===== src/fabric_defs.svh =====
`ifndef FABRIC_DEFS_SVH
`define FABRIC_DEFS_SVH

// Bus widths
`define FABRIC_ADDR_W 32
`define FABRIC_DATA_W 32

// Port counts
`define FABRIC_NUM_INIT 2
`define FABRIC_NUM_TGT 3

// Region bounds, end is exclusive
`define FABRIC_MEM0_BASE 32'h0100_0000
`define FABRIC_MEM0_END 32'h0200_0000
`define FABRIC_MEM1_BASE 32'h0200_0000
`define FABRIC_MEM1_END 32'h0300_0000
`define FABRIC_LSDOM_BASE 32'h0000_0000
`define FABRIC_LSDOM_END 32'h0008_0000

// Cycles in the wait state before a slave error
`define FABRIC_RSP_TIMEOUT 16

`endif

===== src/fabric_pkg.sv =====
`default_nettype none

`include "fabric_defs.svh"

package fabric_pkg;

    // Response codes, AXI encoding
    typedef enum logic [1:0] {
        RESP_OKAY   = 2'b00,
        RESP_SLVERR = 2'b10,
        RESP_DECERR = 2'b11
    } resp_e;

    typedef logic [$clog2(`FABRIC_NUM_TGT)-1:0] tgt_idx_t;
    typedef logic [$clog2(`FABRIC_NUM_INIT)-1:0] init_idx_t;

    // Shared read/write request
    typedef struct packed {
        logic [`FABRIC_ADDR_W-1:0]   addr;
        logic                        write;
        logic [`FABRIC_DATA_W-1:0]   wdata;
        logic [`FABRIC_DATA_W/8-1:0] wstrb;
    } axil_req_t;

    typedef struct packed {
        logic [`FABRIC_DATA_W-1:0] rdata;
        resp_e                     resp;
    } axil_rsp_t;

    // One entry of the address map
    typedef struct packed {
        tgt_idx_t                  idx;
        logic [`FABRIC_ADDR_W-1:0] start_addr;
        logic [`FABRIC_ADDR_W-1:0] end_addr;
    } rule_t;

endpackage

`default_nettype wire


===== src/fabric_hsdom.sv =====
`timescale 1ns/1ps
`default_nettype none

`include "fabric_defs.svh"

module fabric_hsdom (
    input  logic                                           clk,
    input  logic                                           rst_n,

    input  logic                                           pause_req,
    output logic                                           pause_ack,

    // Initiators: CPU and DMA
    input  logic [`FABRIC_NUM_INIT-1:0]                    init_req_valid,
    output logic [`FABRIC_NUM_INIT-1:0]                    init_req_ready,
    input  fabric_pkg::axil_req_t [`FABRIC_NUM_INIT-1:0]   init_req,
    output logic [`FABRIC_NUM_INIT-1:0]                    init_rsp_valid,
    input  logic [`FABRIC_NUM_INIT-1:0]                    init_rsp_ready,
    output fabric_pkg::axil_rsp_t [`FABRIC_NUM_INIT-1:0]   init_rsp,

    // Targets: bank 0, bank 1, low-speed bridge
    output logic [`FABRIC_NUM_TGT-1:0]                     tgt_req_valid,
    input  logic [`FABRIC_NUM_TGT-1:0]                     tgt_req_ready,
    output fabric_pkg::axil_req_t                          tgt_req,
    input  logic [`FABRIC_NUM_TGT-1:0]                     tgt_rsp_valid,
    output logic [`FABRIC_NUM_TGT-1:0]                     tgt_rsp_ready,
    input  fabric_pkg::axil_rsp_t [`FABRIC_NUM_TGT-1:0]    tgt_rsp
);

    import fabric_pkg::*;

    init_idx_t                 grant;
    logic                      req_valid_sel;
    logic                      req_ready_sel;
    axil_req_t                 req_sel;

    logic                      dec_hit;
    tgt_idx_t                  dec_idx;
    logic [`FABRIC_ADDR_W-1:0] dec_offset;

    tgt_idx_t                  tgt_sel;
    logic                      rsp_valid_sel;
    logic                      rsp_ready_sel;
    axil_rsp_t                 rsp_sel;

    logic                      timer_start;
    logic                      timer_clear;
    logic                      timer_expired;

    fabric_select #(
        .payload_t (axil_req_t),
        .NUM       (`FABRIC_NUM_INIT)
    ) u_req_sel (
        .sel         (grant),
        .in_valid    (init_req_valid),
        .in_payload  (init_req),
        .in_ready    (init_req_ready),
        .out_valid   (req_valid_sel),
        .out_payload (req_sel),
        .out_ready   (req_ready_sel)
    );

    fabric_addr_decode u_decode (
        .addr        (req_sel.addr),
        .hit         (dec_hit),
        .tgt_idx     (dec_idx),
        .offset_addr (dec_offset)
    );

    fabric_select #(
        .payload_t (axil_rsp_t),
        .NUM       (`FABRIC_NUM_TGT)
    ) u_rsp_sel (
        .sel         (tgt_sel),
        .in_valid    (tgt_rsp_valid),
        .in_payload  (tgt_rsp),
        .in_ready    (tgt_rsp_ready),
        .out_valid   (rsp_valid_sel),
        .out_payload (rsp_sel),
        .out_ready   (rsp_ready_sel)
    );

    fabric_rsp_timer u_timer (
        .clk     (clk),
        .rst_n   (rst_n),
        .start   (timer_start),
        .clear   (timer_clear),
        .expired (timer_expired)
    );

    fabric_arbiter_fsm u_fsm (
        .clk            (clk),
        .rst_n          (rst_n),
        .pause_req      (pause_req),
        .pause_ack      (pause_ack),
        .req_valid_any  (|init_req_valid),
        .grant          (grant),
        .sel_req_valid  (req_valid_sel),
        .sel_req        (req_sel),
        .sel_req_ready  (req_ready_sel),
        .hit            (dec_hit),
        .tgt_idx        (dec_idx),
        .offset_addr    (dec_offset),
        .tgt_sel        (tgt_sel),
        .tgt_req_valid  (tgt_req_valid),
        .tgt_req        (tgt_req),
        .tgt_req_ready  (tgt_req_ready[tgt_sel]),
        .sel_rsp_valid  (rsp_valid_sel),
        .sel_rsp        (rsp_sel),
        .sel_rsp_ready  (rsp_ready_sel),
        .timer_start    (timer_start),
        .timer_clear    (timer_clear),
        .timer_expired  (timer_expired),
        .init_rsp_valid (init_rsp_valid),
        .init_rsp       (init_rsp),
        .init_rsp_ready (init_rsp_ready)
    );

endmodule

`default_nettype wire


===== src/fabric_arbiter_fsm.sv =====
`timescale 1ns/1ps
`default_nettype none

`include "fabric_defs.svh"

module fabric_arbiter_fsm (
    input  logic                                           clk,
    input  logic                                           rst_n,

    input  logic                                           pause_req,
    output logic                                           pause_ack,

    input  logic                                           req_valid_any,
    output fabric_pkg::init_idx_t                          grant,
    input  logic                                           sel_req_valid,
    input  fabric_pkg::axil_req_t                          sel_req,
    output logic                                           sel_req_ready,

    input  logic                                           hit,
    input  fabric_pkg::tgt_idx_t                           tgt_idx,
    input  logic [`FABRIC_ADDR_W-1:0]                      offset_addr,

    output fabric_pkg::tgt_idx_t                           tgt_sel,
    output logic [`FABRIC_NUM_TGT-1:0]                     tgt_req_valid,
    output fabric_pkg::axil_req_t                          tgt_req,
    input  logic                                           tgt_req_ready,

    input  logic                                           sel_rsp_valid,
    input  fabric_pkg::axil_rsp_t                          sel_rsp,
    output logic                                           sel_rsp_ready,

    output logic                                           timer_start,
    output logic                                           timer_clear,
    input  logic                                           timer_expired,

    output logic [`FABRIC_NUM_INIT-1:0]                    init_rsp_valid,
    output fabric_pkg::axil_rsp_t [`FABRIC_NUM_INIT-1:0]   init_rsp,
    input  logic [`FABRIC_NUM_INIT-1:0]                    init_rsp_ready
);

    import fabric_pkg::*;

    typedef enum logic [2:0] {
        ST_IDLE,
        ST_ISSUE,
        ST_WAIT,
        ST_RESPOND,
        ST_PAUSED
    } state_e;

    state_e    state_q;
    state_e    state_d;
    init_idx_t rr_ptr_q;
    init_idx_t init_q;
    tgt_idx_t  tgt_q;
    axil_req_t req_q;
    axil_rsp_t rsp_q;
    logic      accept;
    logic      rsp_done;

    assign grant         = rr_ptr_q;
    assign accept        = (state_q == ST_IDLE) && !pause_req && sel_req_valid;
    assign sel_req_ready = accept;
    assign pause_ack     = (state_q == ST_PAUSED);

    assign tgt_sel       = tgt_q;
    assign tgt_req       = req_q;
    assign sel_rsp_ready = (state_q == ST_WAIT);

    assign timer_start = (state_q == ST_ISSUE) && tgt_req_ready;
    assign timer_clear = (state_q == ST_WAIT) && (sel_rsp_valid || timer_expired);
    assign rsp_done    = (state_q == ST_RESPOND) && init_rsp_ready[init_q];

    always_comb begin
        for (int i = 0; i < `FABRIC_NUM_TGT; i++) begin
            tgt_req_valid[i] = (state_q == ST_ISSUE) && (tgt_q == tgt_idx_t'(i));
        end
        // Payload is shared, valid goes to the owner only
        for (int i = 0; i < `FABRIC_NUM_INIT; i++) begin
            init_rsp_valid[i] = (state_q == ST_RESPOND) && (init_q == init_idx_t'(i));
            init_rsp[i]       = rsp_q;
        end
    end

    always_comb begin
        state_d = state_q;
        case (state_q)
            ST_IDLE: begin
                if (pause_req) begin
                    state_d = ST_PAUSED;
                end else if (accept) begin
                    state_d = hit ? ST_ISSUE : ST_RESPOND;
                end
            end
            ST_ISSUE:   if (tgt_req_ready) state_d = ST_WAIT;
            ST_WAIT:    if (sel_rsp_valid || timer_expired) state_d = ST_RESPOND;
            ST_RESPOND: if (rsp_done) state_d = ST_IDLE;
            ST_PAUSED:  if (!pause_req) state_d = ST_IDLE;
            default:    state_d = ST_IDLE;
        endcase
    end

    always_ff @(posedge clk) begin
        if (!rst_n) begin
            state_q  <= ST_IDLE;
            rr_ptr_q <= '0;
            init_q   <= '0;
            tgt_q    <= '0;
        end else begin
            state_q <= state_d;
            if (accept) begin
                init_q   <= grant;
                tgt_q    <= tgt_idx;
                rr_ptr_q <= ~grant;
            end else if (req_valid_any && !sel_req_valid) begin
                // Preferred initiator idle, move to the one waiting
                rr_ptr_q <= ~rr_ptr_q;
            end else if (rsp_done && !req_valid_any) begin
                rr_ptr_q <= init_q;
            end
        end
    end

    // Request keeps the offset address toward the target
    always_ff @(posedge clk) begin
        if (accept) begin
            req_q <= '{
                addr:  offset_addr,
                write: sel_req.write,
                wdata: sel_req.wdata,
                wstrb: sel_req.wstrb
            };
        end
        if (accept && !hit) begin
            rsp_q <= '{rdata: '0, resp: RESP_DECERR};
        end else if (state_q == ST_WAIT && sel_rsp_valid) begin
            rsp_q <= sel_rsp;
        end else if (state_q == ST_WAIT && timer_expired) begin
            rsp_q <= '{rdata: '0, resp: RESP_SLVERR};
        end
    end

endmodule

`default_nettype wire


===== src/fabric_rsp_timer.sv =====
`timescale 1ns/1ps
`default_nettype none

`include "fabric_defs.svh"

module fabric_rsp_timer (
    input  logic clk,
    input  logic rst_n,

    input  logic start,
    input  logic clear,
    output logic expired
);

    localparam int CNT_W = $clog2(`FABRIC_RSP_TIMEOUT + 1);

    logic [CNT_W-1:0] count_q;
    logic             running_q;

    always_ff @(posedge clk) begin
        if (!rst_n) begin
            running_q <= 1'b0;
            count_q   <= '0;
        end else if (start) begin
            running_q <= 1'b1;
            count_q   <= '0;
        end else if (clear) begin
            running_q <= 1'b0;
        end else if (running_q && !expired) begin
            count_q <= count_q + 1'b1;
        end
    end

    // Count holds cycles already spent, so this is the last allowed one
    assign expired = running_q && (count_q == CNT_W'(`FABRIC_RSP_TIMEOUT - 1));

endmodule

`default_nettype wire


===== src/fabric_addr_decode.sv =====
`timescale 1ns/1ps
`default_nettype none

`include "fabric_defs.svh"

module fabric_addr_decode (
    input  logic [`FABRIC_ADDR_W-1:0] addr,

    output logic                      hit,
    output fabric_pkg::tgt_idx_t      tgt_idx,
    output logic [`FABRIC_ADDR_W-1:0] offset_addr
);

    import fabric_pkg::*;

    rule_t [`FABRIC_NUM_TGT-1:0] addr_map;

    // Memory banks
    assign addr_map[0] = '{
        idx:        tgt_idx_t'(0),
        start_addr: `FABRIC_MEM0_BASE,
        end_addr:   `FABRIC_MEM0_END
    };
    assign addr_map[1] = '{
        idx:        tgt_idx_t'(1),
        start_addr: `FABRIC_MEM1_BASE,
        end_addr:   `FABRIC_MEM1_END
    };

    // Bridge to the low-speed domain
    assign addr_map[2] = '{
        idx:        tgt_idx_t'(2),
        start_addr: `FABRIC_LSDOM_BASE,
        end_addr:   `FABRIC_LSDOM_END
    };

    // Regions never overlap, so at most one rule matches
    always_comb begin
        hit         = 1'b0;
        tgt_idx     = '0;
        offset_addr = '0;
        for (int i = 0; i < `FABRIC_NUM_TGT; i++) begin
            if (addr >= addr_map[i].start_addr && addr < addr_map[i].end_addr) begin
                hit         = 1'b1;
                tgt_idx     = addr_map[i].idx;
                offset_addr = addr - addr_map[i].start_addr;
            end
        end
    end

endmodule

`default_nettype wire


===== src/fabric_select.sv =====
`timescale 1ns/1ps
`default_nettype none

module fabric_select #(
    parameter type payload_t = logic,
    parameter int  NUM       = 2
) (
    input  logic [$clog2(NUM)-1:0] sel,

    input  logic [NUM-1:0]         in_valid,
    input  payload_t [NUM-1:0]     in_payload,
    output logic [NUM-1:0]         in_ready,

    output logic                   out_valid,
    output payload_t               out_payload,
    input  logic                   out_ready
);

    // Forward path from the selected channel
    always_comb begin
        out_valid   = 1'b0;
        out_payload = '0;
        for (int i = 0; i < NUM; i++) begin
            if (sel == i) begin
                out_valid   = in_valid[i];
                out_payload = in_payload[i];
            end
        end
    end

    // Ready goes back to the selected channel only
    always_comb begin
        in_ready = '0;
        for (int i = 0; i < NUM; i++) begin
            if (sel == i) begin
                in_ready[i] = out_ready;
            end
        end
    end

endmodule

`default_nettype wire


===== config.mk =====
export PLATFORM = sky130hd
export DESIGN_NAME = fabric_hsdom
export DESIGN_NICKNAME = d
export VERILOG_FILES = /design/src/fabric_pkg.sv /design/src/fabric_hsdom.sv /design/src/fabric_arbiter_fsm.sv /design/src/fabric_rsp_timer.sv /design/src/fabric_addr_decode.sv /design/src/fabric_select.sv
export VERILOG_INCLUDE_DIRS = /design/src
export SDC_FILE = /design/constraint.sdc
export NUM_CORES = 1
export LEC_CHECK = 0
export ABC_AREA = 0
export BUFFER_PORTS_ARGS = -buffer_cell sky130_fd_sc_hd__buf_2
export CAP_MARGIN = 20
export CORE_AREA = 2 2 157 159
export CTS_CLUSTER_SIZE = 25
export DETAILED_ROUTE_END_ITERATION = 8
export DIE_AREA = 0 0 159 161
export GPL_ROUTABILITY_DRIVEN = 0
export MAX_ROUTING_LAYER = met4
export PLACE_DENSITY = 0.53
export SYNTH_ARGS = -nofsm -noshare
export SYNTH_HDL_FRONTEND = slang
export SYNTH_SLANG_ARGS = --single-unit

===== constraint.sdc =====
create_clock -name clk -period 3.12 [get_ports clk]
set_clock_uncertainty 0.1 [all_clocks]
set_input_delay 0 -clock clk [delete_from_list [all_inputs] [get_ports clk]]
set_output_delay 0 -clock clk [all_outputs]
set_load 0.01 [all_outputs]

==> reports/metrics.yaml, run 1 <==
tightestPinTransition_ns: 0.743
fin_crit_sh_pct: 87.3
drive_gt1_share_pct: 42.6
die_h_microns: 161
grt.total_usage_pct: 18.7
drv_cap: 0
post-place-ws_ns: 0.180
syn_avg_cell_area_sq_um: 10.4
ios: 401
fmax_mhz: 367
crit_path_end: "u_fsm.init_rsp[26]"
yosysSeqAreaShare_pct: 46.8
cts-root-buf: "clkbuf_16"
clock_latency_ns: 0.42
synth-adder-area-share_pct: 1.56
min_path_type: "input pin to flop"
crit_start: "u_fsm.grant"
worst-r2r-setup-slack_ns: 0.40
post-dp-hpwl_microns: 17400
syn_to_final_growth_pct: 72.4
core_area_sq_mm: 0.0240
cts_tree: "built"
crit_type: "flop to flop"
antenna_found_initial: 1
fp.dieW_microns: 159
die_area_sq_mm: 0.0256
fill_cells: 2286
vias: 6835
cts_resized: 0
async_reset_ff_share_pct: 0
powerDensity_mw_per_mm2: 576
setup_viol: 0
synth-compound-area-share_pct: 11.1
gr-total-overflow: 0
start_kind: "flop"
rsz0062_at_grt: "false"
synth-simple-area-share_pct: 14.9
cp_max_fo: 21
grt_max_degree: 55
ff2ff_path_depth: 9
grt_pass1_vias: 6945
r2r-end: "u_fsm.init_rsp[26]"
final_cell_mix: "400 x buf_2, 194 x dlygate4sd3_1, 70 x nor2_1, 69 x edfxtp_1, 68 x mux2i_1"
worst_slack_ns: 0.397
first_pass_iters: 5
numCtsBuffers: 17
grt_pass1_wl_microns: 36700
synth-seq-cells: 116
syn-cell-area_sq_mm: 0.00643
synth.distinct_cells: 57
synthFlopType: "edfxtp_1"
yosysWarningCount: 0
drtIter0Drc: 359
clkTransAtPathRegs_ns: 0.06
final.min_clock_period_ns: 2.72
cp-end-kind: "flop"
wl_per_cell_microns: 15.8
num_rows: 57
clockBufferDepth: 2
dp.cells: 1284
htree_levels: 4
synth_edf_count: 69
cp.arrival_ns: 2.97
fin_cells: 1514
r2r_start: "u_fsm.grant"
syn_inst: 616
routed_wl_microns: 24000
ant_nets: 0
final_max_slew_viol_count: 0
syn-num-nets: 877
setup-tns-final_ns: 0
start_util_pct: 26.8
ir_drop_mv: 0.245
clock_sink_count: 116
synth_xor_area_share_pct: 0.545
synthMuxAreaShare_pct: 17.4
final_core_util_pct: 46.3
synth_top_family_by_area: "multiplexers"
final_common_cell: "buf_2"
drc: 0
nets: 1437
hold_viol_final: 0
outcome: "finished, final reports clean"
max_slew_margin_pct: 50.5
vias_per_cell: 4.51
cp_data_required_time_ns: 3.37
io_buffers: 400
cellLeakagePower_nw: 4.82
metal layers:
layer / wire [microns] / vias to the layer above / global-route usage (%)
met2: 12000 / 272 / 31.6
li1: - / 3332 / -
met5: 0 / - / -
met4: 758 / 0 / 8.10
met1: 10000 / 3178 / 21.7
met3: 1240 / 53 / 3.49
cell usage after synthesis, drive strengths merged, types with 2 or more instances:
master   instances  area share [%]
o21a             2            0.23
o21ai           39             3.0
a211o            3            0.41
a21oi           15             1.2
nor4            12             1.4
mux2            39             6.8
ha               8             1.6
and3             4            0.39
nor4b            4            0.88
nor2b            4            0.39
nor3b            5            0.76
a22oi           28             3.6
nand2b           6            0.58
inv              8            0.47
buf             54             6.0
o31ai            2            0.23
o2bb2ai          2            0.27
nor2            70             4.1
xnor2            2            0.27
nand3b           3            0.35
nand4            3            0.29
dfxtp           47              15
a211oi           6            0.86
nand2           55             3.2
and2             5            0.49
edfxtp          69              32
clkbuf          20             1.2
mux2i           68              11
nor3             9            0.95
xor2             2            0.27
nand3           10            0.78
final cells by class:
class / instances / area [sq um] / share of cell area [%]
antenna: 1 / 2.50 / 0.0226
clock buffer: 17 / 425 / 3.84
clock inverter: 15 / 135 / 1.22
inverter: 8 / 30.0 / 0.271
multi-input combinational: 418 / 2930 / 26.5
sequential: 116 / 3020 / 27.2
tap: 324 / 405 / 3.66
timing repair buffer: 615 / 4140 / 37.3
stage by stage:
| step | cell area, sq um | power [mW] | hold WS, ns |
|---|---|---|---|
| 2_1_floorplan | 6430 | 3.55 | 0.0183 |
| 3_3_place_gp | 8550 | 4.25 | 0.172 |
| 3_5_place_dp | 8550 | 4.27 | 0.178 |
| 4_1_cts | 11100 | 6.43 | 0.0310 |
| 5_1_grt | 11100 | 6.72 | 0.0721 |
| 6_report | 11100 | 6.39 | 0.0548 |
how the worst min path moves through the flow:
stage,startpoint,endpoint,slack [ns],cells past startpoint
global route,init_req[66],u_fsm.tgt_req[68],0.07,3
CTS,tgt_rsp[22],u_fsm.init_rsp[22],0.03,5
floorplan,pause_req,u_fsm.state_q[2],0.02,2
global placement,pause_req,u_fsm.state_q[2],0.17,3
detailed placement,pause_req,u_fsm.state_q[2],0.18,3
finish,tgt_rsp[0],u_fsm.init_rsp[0],0.05,5
flip-flops by register name, indices dropped and copies added (netlist names):
| signal | count |
|---|---|
| u_fsm.tgt_sel | 2 |
| u_fsm.init_q | 1 |
| u_fsm.grant | 1 |
| u_fsm.init_rsp | 34 |
| u_fsm.state_q | 3 |
| u_timer.running_q | 1 |
| u_timer.count_q | 5 |
| u_fsm.tgt_req | 69 |
what timing repair did:
action / 4_1_cts / 5_1_grt
hold endpoints to repair: 109 / 0
buffers inserted: 0 / 2
hold buffers: 194 / 0
endpoints found under the setup margin: 0 / 21
power by group:
group          internal, mW  leakage, nW  switching (mW)  total, mW
clock network          1.10        0.265           0.745       1.84
logic                  1.13         3.53            1.12       2.26
registers              2.01         1.03           0.278       2.29
critical path: stages, from the launching register on:
cell and delay [ns]:
dfxtp_4 0.47, mux2i_1 0.50, inv_1 0.13, ha_1 0.24
nor3_2 0.40, a31oi_4 0.11, nor3b_4 0.20, buf_12 0.15
buf_4 0.21, a21oi_1 0.13
cells by family after synthesis:
family | after synthesis
buffers and inverters | 82
AND/OR/NAND/NOR | 193
adder cells (fa/ha/maj) | 8
multiplexers | 107
flip-flops | 116
AO/OA/AOI/OAI | 106
XOR/XNOR | 4
Power figures use the tool's default switching activity.
==> run 2, diff against run 1 <==
Settings changed: ABC_AREA 0 to 1, CORE_AREA 2 2 157 159 to 2 2 155 157, DIE_AREA 0 0 159 161 to 0 0 157 159, PLACE_DENSITY 0.53 to 0.56.
==> run 2 against run 1 <==
Effect of this change: the run now ends with hold timing left; die area fell by 2.5%; count of clock-buffer cells in the layout up 1; worst hold slack worse by 0.059 ns; fmax down 6.8%; synthesized area up 5.8%; synthesized cell count is 50% higher; cell area is 4.1% higher; setup slack lost 0.20 ns; critical endpoint is now u_fsm.tgt_req[46]; largest power group is now combinational logic.
==> reports/metrics.yaml, run 2 <==
outcome: "complete, but fails checks"
violations: "hold timing"
post-place-ws_ns: 0.470  # +0.290 ns
cp-end-kind: "flop"
gr-total-overflow: 0  # unchanged
final.min_clock_period_ns: 2.92  # +0.198 ns
whs_ns: -0.00463  # -0.0594 ns
final_cell_mix: "400 x buf_2, 374 x nand2_1, 199 x dlygate4sd3_1, 123 x inv_1, 69 x edfxtp_1"
powerDensity_mw_per_mm2: 618  # +7.2%
switchingPower_mw: 2.59  # +21%
io_buffers: 400  # unchanged
num_rows: 56  # -1.8%
worst-r2r-setup-slack_ns: 0.20  # -0.20 ns
async_reset_ff_share_pct: 0  # unchanged
syn-cell-area_sq_mm: 0.00680  # +5.8%
clkTransAtPathRegs_ns: 0.06  # about the same
synth.distinct_cells: 37  # -35%
fin_area_sq_mm: 0.0115  # +4.1%
hold_viol_final: 1  # +1
finalPower_mw: 7.13  # +12%
p_int_mw: 4.54  # +7.0%
synth.most_common_cell: "nand2_1"
fmax_mhz: 342  # -6.8%
clock_sink_count: 116  # unchanged
grt.total_usage_pct: 20.9  # +2.2 points
start_util_pct: 29.3  # +2.5 points
grt_pass1_vias: 7563  # +8.9%
fp.dieW_microns: 157  # -1.3%
r2r-end: "u_fsm.tgt_req[46]"
grt_max_degree: 62  # +13%
pwr-share-clk_pct: 26.4  # -2.4 points
ios: 401  # unchanged
syn_inst: 926  # +50%
yosysSeqAreaShare_pct: 44.3  # -2.5 points
max_slew_margin_pct: 69.7  # +19 points
worstHoldPathCells: 5  # unchanged
largest_reg_flops: 69  # unchanged
cp.arrival_ns: 3.00  # +0.03 ns
drv_cap: 0  # unchanged
placed_cell_area_sq_mm: 0.00891  # +4.3%
antenna_found_initial: 3  # +2
final_max_slew_viol_count: 0  # unchanged
drc: 0  # unchanged
multiInputGateArea_sq_mm: 0.00287  # -2.3%
cellLeakagePower_nw: 5.96  # +24%
yosys.area.top_type_share_pct: 30.5  # -1.8 points
yosysWarningCount: 0  # unchanged
die_area_sq_mm: 0.0250  # -2.5%
r2r_start: "u_fsm.grant"
clockBufferDepth: 2  # unchanged
syn_to_final_growth_pct: 69.7
fin_crit_sh_pct: 93.6  # +6.3 points
grt_pass1_wl_microns: 39400  # +7.2%
cts_tree: "built"
syn-num-nets: 1188  # +35%
clock_latency_ns: 0.42  # about the same
cp_data_required_time_ns: 3.20  # -0.17 ns
rsz0062_at_grt: "false"
routed_wl_microns: 26400  # +10%
synth-seq-cells: 116  # unchanged
numCtsBuffers: 17  # unchanged
regArea_sq_mm: 0.00301  # -0.12%
tightestPinTransition_ns: 0.451  # -0.292 ns
p_comb_share_pct: 41.0  # +5.6 points
post-dp-hpwl_microns: 19100  # +9.8%
min_to: "u_timer.running_q"
synth_top_area_cell: "edfxtp_1"
crit_type: "flop to flop"
switching_share_pct: 36.3  # +2.7 points
vias: 7933  # +16%
die_h_microns: 159  # -1.2%
cts-root-buf: "clkbuf_16"
synthFlopType: "edfxtp_1"
first_pass_iters: 4  # -1
ant_nets: 0  # unchanged
start_kind: "flop"
setup_viol: 0  # unchanged
final_common_cell: "buf_2"
cp_max_fo: 20  # -4.8%
core_area_sq_mm: 0.0232  # -3.2%
min_from: "tgt_req_ready[0]"
drtIter0Drc: 510  # +42%
syn_avg_cell_area_sq_um: 7.35  # -30%
synth_edf_count: 69  # unchanged
seqPwrFrac_pct: 32.6  # -3.2 points
ir_drop_mv: 0.379  # +55%
vias_per_cell: 4.34  # -3.8%
synth_common_cells: "374 x nand2_1, 124 x inv_1, 69 x edfxtp_1, 53 x nor2_1, 49 x nand3_1"
wl_per_cell_microns: 14.5  # -8.8%
setup-tns-final_ns: 0  # unchanged
worst_slack_ns: 0.200  # -0.198 ns
ff2ff_path_depth: 17  # +8
fill_cells: 2266  # -0.87%
drive_gt1_share_pct: 33.3  # -9.4 points
nets: 1754  # +22%
htree_levels: 4  # unchanged
min_path_type: "input pin to flop"
synth_area_leaders: "edfxtp_1 30%, nand2_1 21%, dfxtp_1 14%"
run 2: changes by cell type in the layout (fill, tap and decap cells not counted), moves of 11 or more:
cell     previous run  this run
a22oi_1            26         0
nand3_1            10        49
mux2_2             39         0
o21ai_0            39        25
nor2_1             70        51
nor4_1             11         0
a22o_1              0        12
inv_1               7       123
nand2_1            55       374
mux2i_1            68         0
a21oi_2             0        30
run 2: routing by layer:
metal	global-route usage [%]	vias up	part of all wire (%)
li1	-	3991	-
met1	24.7	3616	42
met2	35.3	270	50
met3	3.13	56	5.0
met4	8.59	0	3.3
met5	-	-	0
run 2: area by class of cell:
cell class,count,area share [%]
flip-flops and latches,116,26.1
multi-input cells,611,24.8
clock inverters,14,1.19
diodes,3,0.0650
well taps,319,3.46
inverters,129,4.28
clock buffers,18,3.72
repair buffers,617,36.4
run 2: per-stage QoR:
stage / utilization (%) / hold slack, ns / cells
6_report: 49.8 / -0.00463 / 1827
5_1_grt: 49.8 / 0.0461 / 1827
4_1_cts: 49.4 / 0.000390 / 1821
3_5_place_dp: 38.4 / 0.168 / 1591
3_3_place_gp: 38.4 / 0.167 / 1591
2_1_floorplan: - / 0.0206 / 926
run 2: worst max-delay path, cell delays in order, from the launching register on:
cell and delay (ns):
dfxtp_2 0.34, buf_6 0.16, or2_1 0.27, nand2_4 0.12, inv_2 0.08, ha_1 0.19
inv_1 0.05, nor2_1 0.04, nand2_1 0.06, nor2_1 0.04, nand2_1 0.07, nand2_2 0.08
nand2_4 0.09, nand3_4 0.11, buf_8 0.19, nand3_1 0.08, dlygate4sd3_1 0.55, inv_1 0.04
run 2: repair_timing:
action                                  CTS  global route
buffers inserted                          0             1
hold buffers                            198             1
hold endpoints to repair                106             1
gates resized for setup                   0             9
endpoints found under the setup margin    0            20
run 2: kinds of logic (layout without fill, tap and decap cells):
family | count (synthesis) | in the layout | synth area share [%]
other | 0 | 3 | 0
and+or+nand+nor | 509 | 509 | 30.9
buffers and inverters | 199 | 778 | 13.8
xor gates and xnor gates | 3 | 3 | 0.386
adders and majority gates | 9 | 9 | 1.66
AOI/OAI and AO/OA | 90 | 90 | 9.01
DFF | 116 | 116 | 44.3
run 2: how the worst max path moves through the flow:
stage,from,to,cells after the start
after floorplan,u_fsm.grant,u_fsm.grant,9
after global placement,u_fsm.grant,u_fsm.init_rsp[19],16
after detailed placement,u_fsm.grant,u_fsm.init_rsp[19],14
after CTS,u_fsm.grant,u_fsm.tgt_req[50],16
after global routing,u_fsm.grant,u_fsm.tgt_req[39],17
final,u_fsm.grant,u_fsm.tgt_req[46],17
run 2: power by group through the flow:
stage	clock, mW	combinational (mW)	sequential, mW
2_1_floorplan	0	1.55	2.45
3_3_place_gp	0	2.48	2.34
3_5_place_dp	0	2.49	2.35
4_1_cts	1.93	2.89	2.32
5_1_grt	1.99	3.21	2.36
6_report	1.88	2.92	2.32
==> run 3, diff against run 2 <==
--- a/config.mk
+++ b/config.mk
@@ -14,5 +14,4 @@
 export DETAILED_ROUTE_END_ITERATION = 8
 export DIE_AREA = 0 0 157 159
-export GPL_ROUTABILITY_DRIVEN = 0
 export MAX_ROUTING_LAYER = met4
 export PLACE_DENSITY = 0.56
==> constraint.sdc (replaced) <==
create_clock -name clk -period 3.12 [get_ports clk]
set_clock_uncertainty 0.1 [all_clocks]
set_input_delay 0.156 -clock clk [delete_from_list [all_inputs] [get_ports clk]]
set_output_delay 0.156 -clock clk [all_outputs]
set_load 0.01 [all_outputs]
==> run 3 against run 2 <==
Effect of this change: the flow now finishes without violations; first-iteration DRC count shrank 27%; clock power is 9% higher; cell area decreased by 10%; final cell count fell by 6.5%; sequential share of layout area up 3.0 points; highest routed layer unchanged; via count shrank 7.6%; largest cell class is now registers; non-clock buffer count down 122; flip-flop and latch count stayed put; critical path type unchanged; die area did not move; combinational power fell by 8.2%; total power down 1.1%.
==> reports/metrics.yaml, run 3 (synthesis results as in run 2) <==
cts_resized: 0  # unchanged
final.min_clock_period_ns: 2.63  # -0.290 ns
vias_per_cell: 4.29  # -1.2%
ios: 401  # unchanged
ff2ff_path_depth: 14  # -3
grt_max_degree: 62  # unchanged
start_util_pct: 29.3  # unchanged
fill_cells: 2382  # +5.1%
cp_data_required_time_ns: 3.32  # +0.12 ns
grt_pass1_wl_microns: 37400  # -4.9%
nets: 1632  # -7.0%
final_cell_mix: "400 x buf_2, 374 x nand2_1, 123 x inv_1, 79 x dlygate4sd3_1, 69 x edfxtp_1"
wl_per_cell_microns: 14.8  # +2.4%
cts-root-buf: "clkbuf_16"
cpPeakStageDelay_ns: 0.33  # -0.22 ns
postCtsSetupRepairBufs: 0  # unchanged
cp-end-kind: "flop"
min_to: "u_fsm.init_rsp[17]"
final_core_util_pct: 44.6  # -5.2 points
setup_viol: 0  # unchanged
path_cells: "inv_2 > buf_12 > nand2_1 > nand2_2 > nand2_1 > nor2_1 > inv_1 > nor3_4 > nand2_2 > nand2_4 > nand3_4 > nor2_8 > buf_12 > a21oi_1"
worst-path-buf-inv: 4  # -2
max_slew_margin_pct: 64.4  # -5.4 points
post-place-ws_ns: 0.509  # +0.0387 ns
die_h_microns: 159  # unchanged
hold_viol_final: 0  # -1
drtIter0Drc: 370  # -27%
cp.arrival_ns: 2.83  # -0.17 ns
ant_nets: 0  # unchanged
r2r_start: "u_fsm.grant"
tightestPinTransition_ns: 0.531  # +0.0806 ns
vias: 7328  # -7.6%
powerDensity_mw_per_mm2: 682  # +10%
final_max_slew_viol_count: 0  # unchanged
grt.total_usage_pct: 20.1  # -0.82 points
die_area_sq_mm: 0.0250  # unchanged
post-dp-hpwl_microns: 19200  # +0.59%
numCtsBuffers: 17  # unchanged
r2r-end: "u_fsm.init_rsp[18]"
num_rows: 56  # unchanged
ir_drop_mv: 0.322  # -15%
min_from: "tgt_rsp[85]"
first_pass_iters: 8  # +4
core_area_sq_mm: 0.0232  # unchanged
rsz0062_at_grt: "false"
critical-path-slowest-cell: "dfxtp_2"
finalWeightedCongestion: 0.891
min_path_type: "input pin to flop"
antenna_found_initial: 6  # +3
setup-tns-final_ns: 0  # unchanged
cellLeakagePower_nw: 5.49  # -7.8%
grt_pass1_vias: 7100  # -6.1%
worst-r2r-setup-slack_ns: 0.49  # +0.29 ns
outcome: "finished, final reports clean"
drv_cap: 0  # unchanged
clock_sink_count: 116  # unchanged
drc: 0  # unchanged
worst_slack_ns: 0.490  # +0.290 ns
cts_tree: "built"
clock_latency_ns: 0.41  # about the same
final_common_cell: "buf_2"
cp_max_fo: 61  # +200%
fp.dieW_microns: 157  # unchanged
routed_wl_microns: 25300  # -4.3%
fmax_mhz: 380  # +11%
syn_to_final_growth_pct: 51.9
fin_crit_sh_pct: 84.3  # -9.3 points
whs_ns: 0.0254  # +0.0301 ns
start_kind: "flop"
crit_family: "simple AND/OR/NAND/NOR gates"
clockBufferDepth: 2  # unchanged
cts_hold_buffers: 79  # -60%
drive_gt1_share_pct: 36.1  # +2.8 points
gr-total-overflow: 0  # unchanged
clkTransAtPathRegs_ns: 0.06  # about the same
worstHoldPathCells: 5  # unchanged
largest_reg_flops: 69  # unchanged
io_buffers: 400  # unchanged
htree_levels: 4  # unchanged
crit_type: "flop to flop"
-- run 3: final cells by class --
class	instances	area, sq um	share of cell area, %
flip-flops and latches	116	3010	29.2
repair buffers	495	2950	28.5
multi-input cells	611	2850	27.6
inverters	129	488	4.72
clock buffers	17	425	4.11
well taps	319	399	3.86
clock inverters	15	193	1.86
diodes	6	15.0	0.145
-- run 3: report_power, final --
part           leakage [nW]  switching (mW)  internal [mW]
Clock                 0.302           0.773           1.28
Sequential             1.03           0.261           2.06
Combinational          4.16            1.56           1.12
-- run 3: how the worst max path moves through the flow --
| stage | start | endpoint | depth (start not counted) |
|---|---|---|---|
| 3_5_place_dp | u_fsm.grant | u_fsm.init_rsp[19] | 14 |
| 2_1_floorplan | u_fsm.grant | u_fsm.grant | 9 |
| 4_1_cts | u_fsm.grant | u_fsm.init_rsp[18] | 14 |
| 3_3_place_gp | u_fsm.grant | u_fsm.init_rsp[19] | 16 |
| 6_report | u_fsm.grant | u_fsm.init_rsp[18] | 14 |
| 5_1_grt | u_fsm.grant | u_fsm.tgt_req[50] | 15 |
-- run 3: tightest hold or removal path, delay by kind of cell --
| family | cells | cell delay, ns |
|---|---|---|
| AND/OR/NAND/NOR | 3 | 0.18 |
| AO/OA/AOI/OAI | 1 | 0.05 |
| buffers and inverters | 1 | 0.09 |
-- run 3: routing by layer --
layer / track usage (%) / vias up / share of wire [%]
met5: - / - / 0
met4: 8.09 / 0 / 3.1
met3: 3.46 / 53 / 4.6
met2: 33.9 / 233 / 50
met1: 23.6 / 3297 / 42
li1: - / 3745 / -
-- run 3: metrics by stage --
step	instance area [sq um]	cells	power [mW]
6_report	10300	1708	7.05
5_1_grt	10300	1708	7.49
4_1_cts	10300	1702	7.12
3_5_place_dp	8910	1591	4.85
3_3_place_gp	8910	1591	4.83
2_1_floorplan	6810	926	4.00
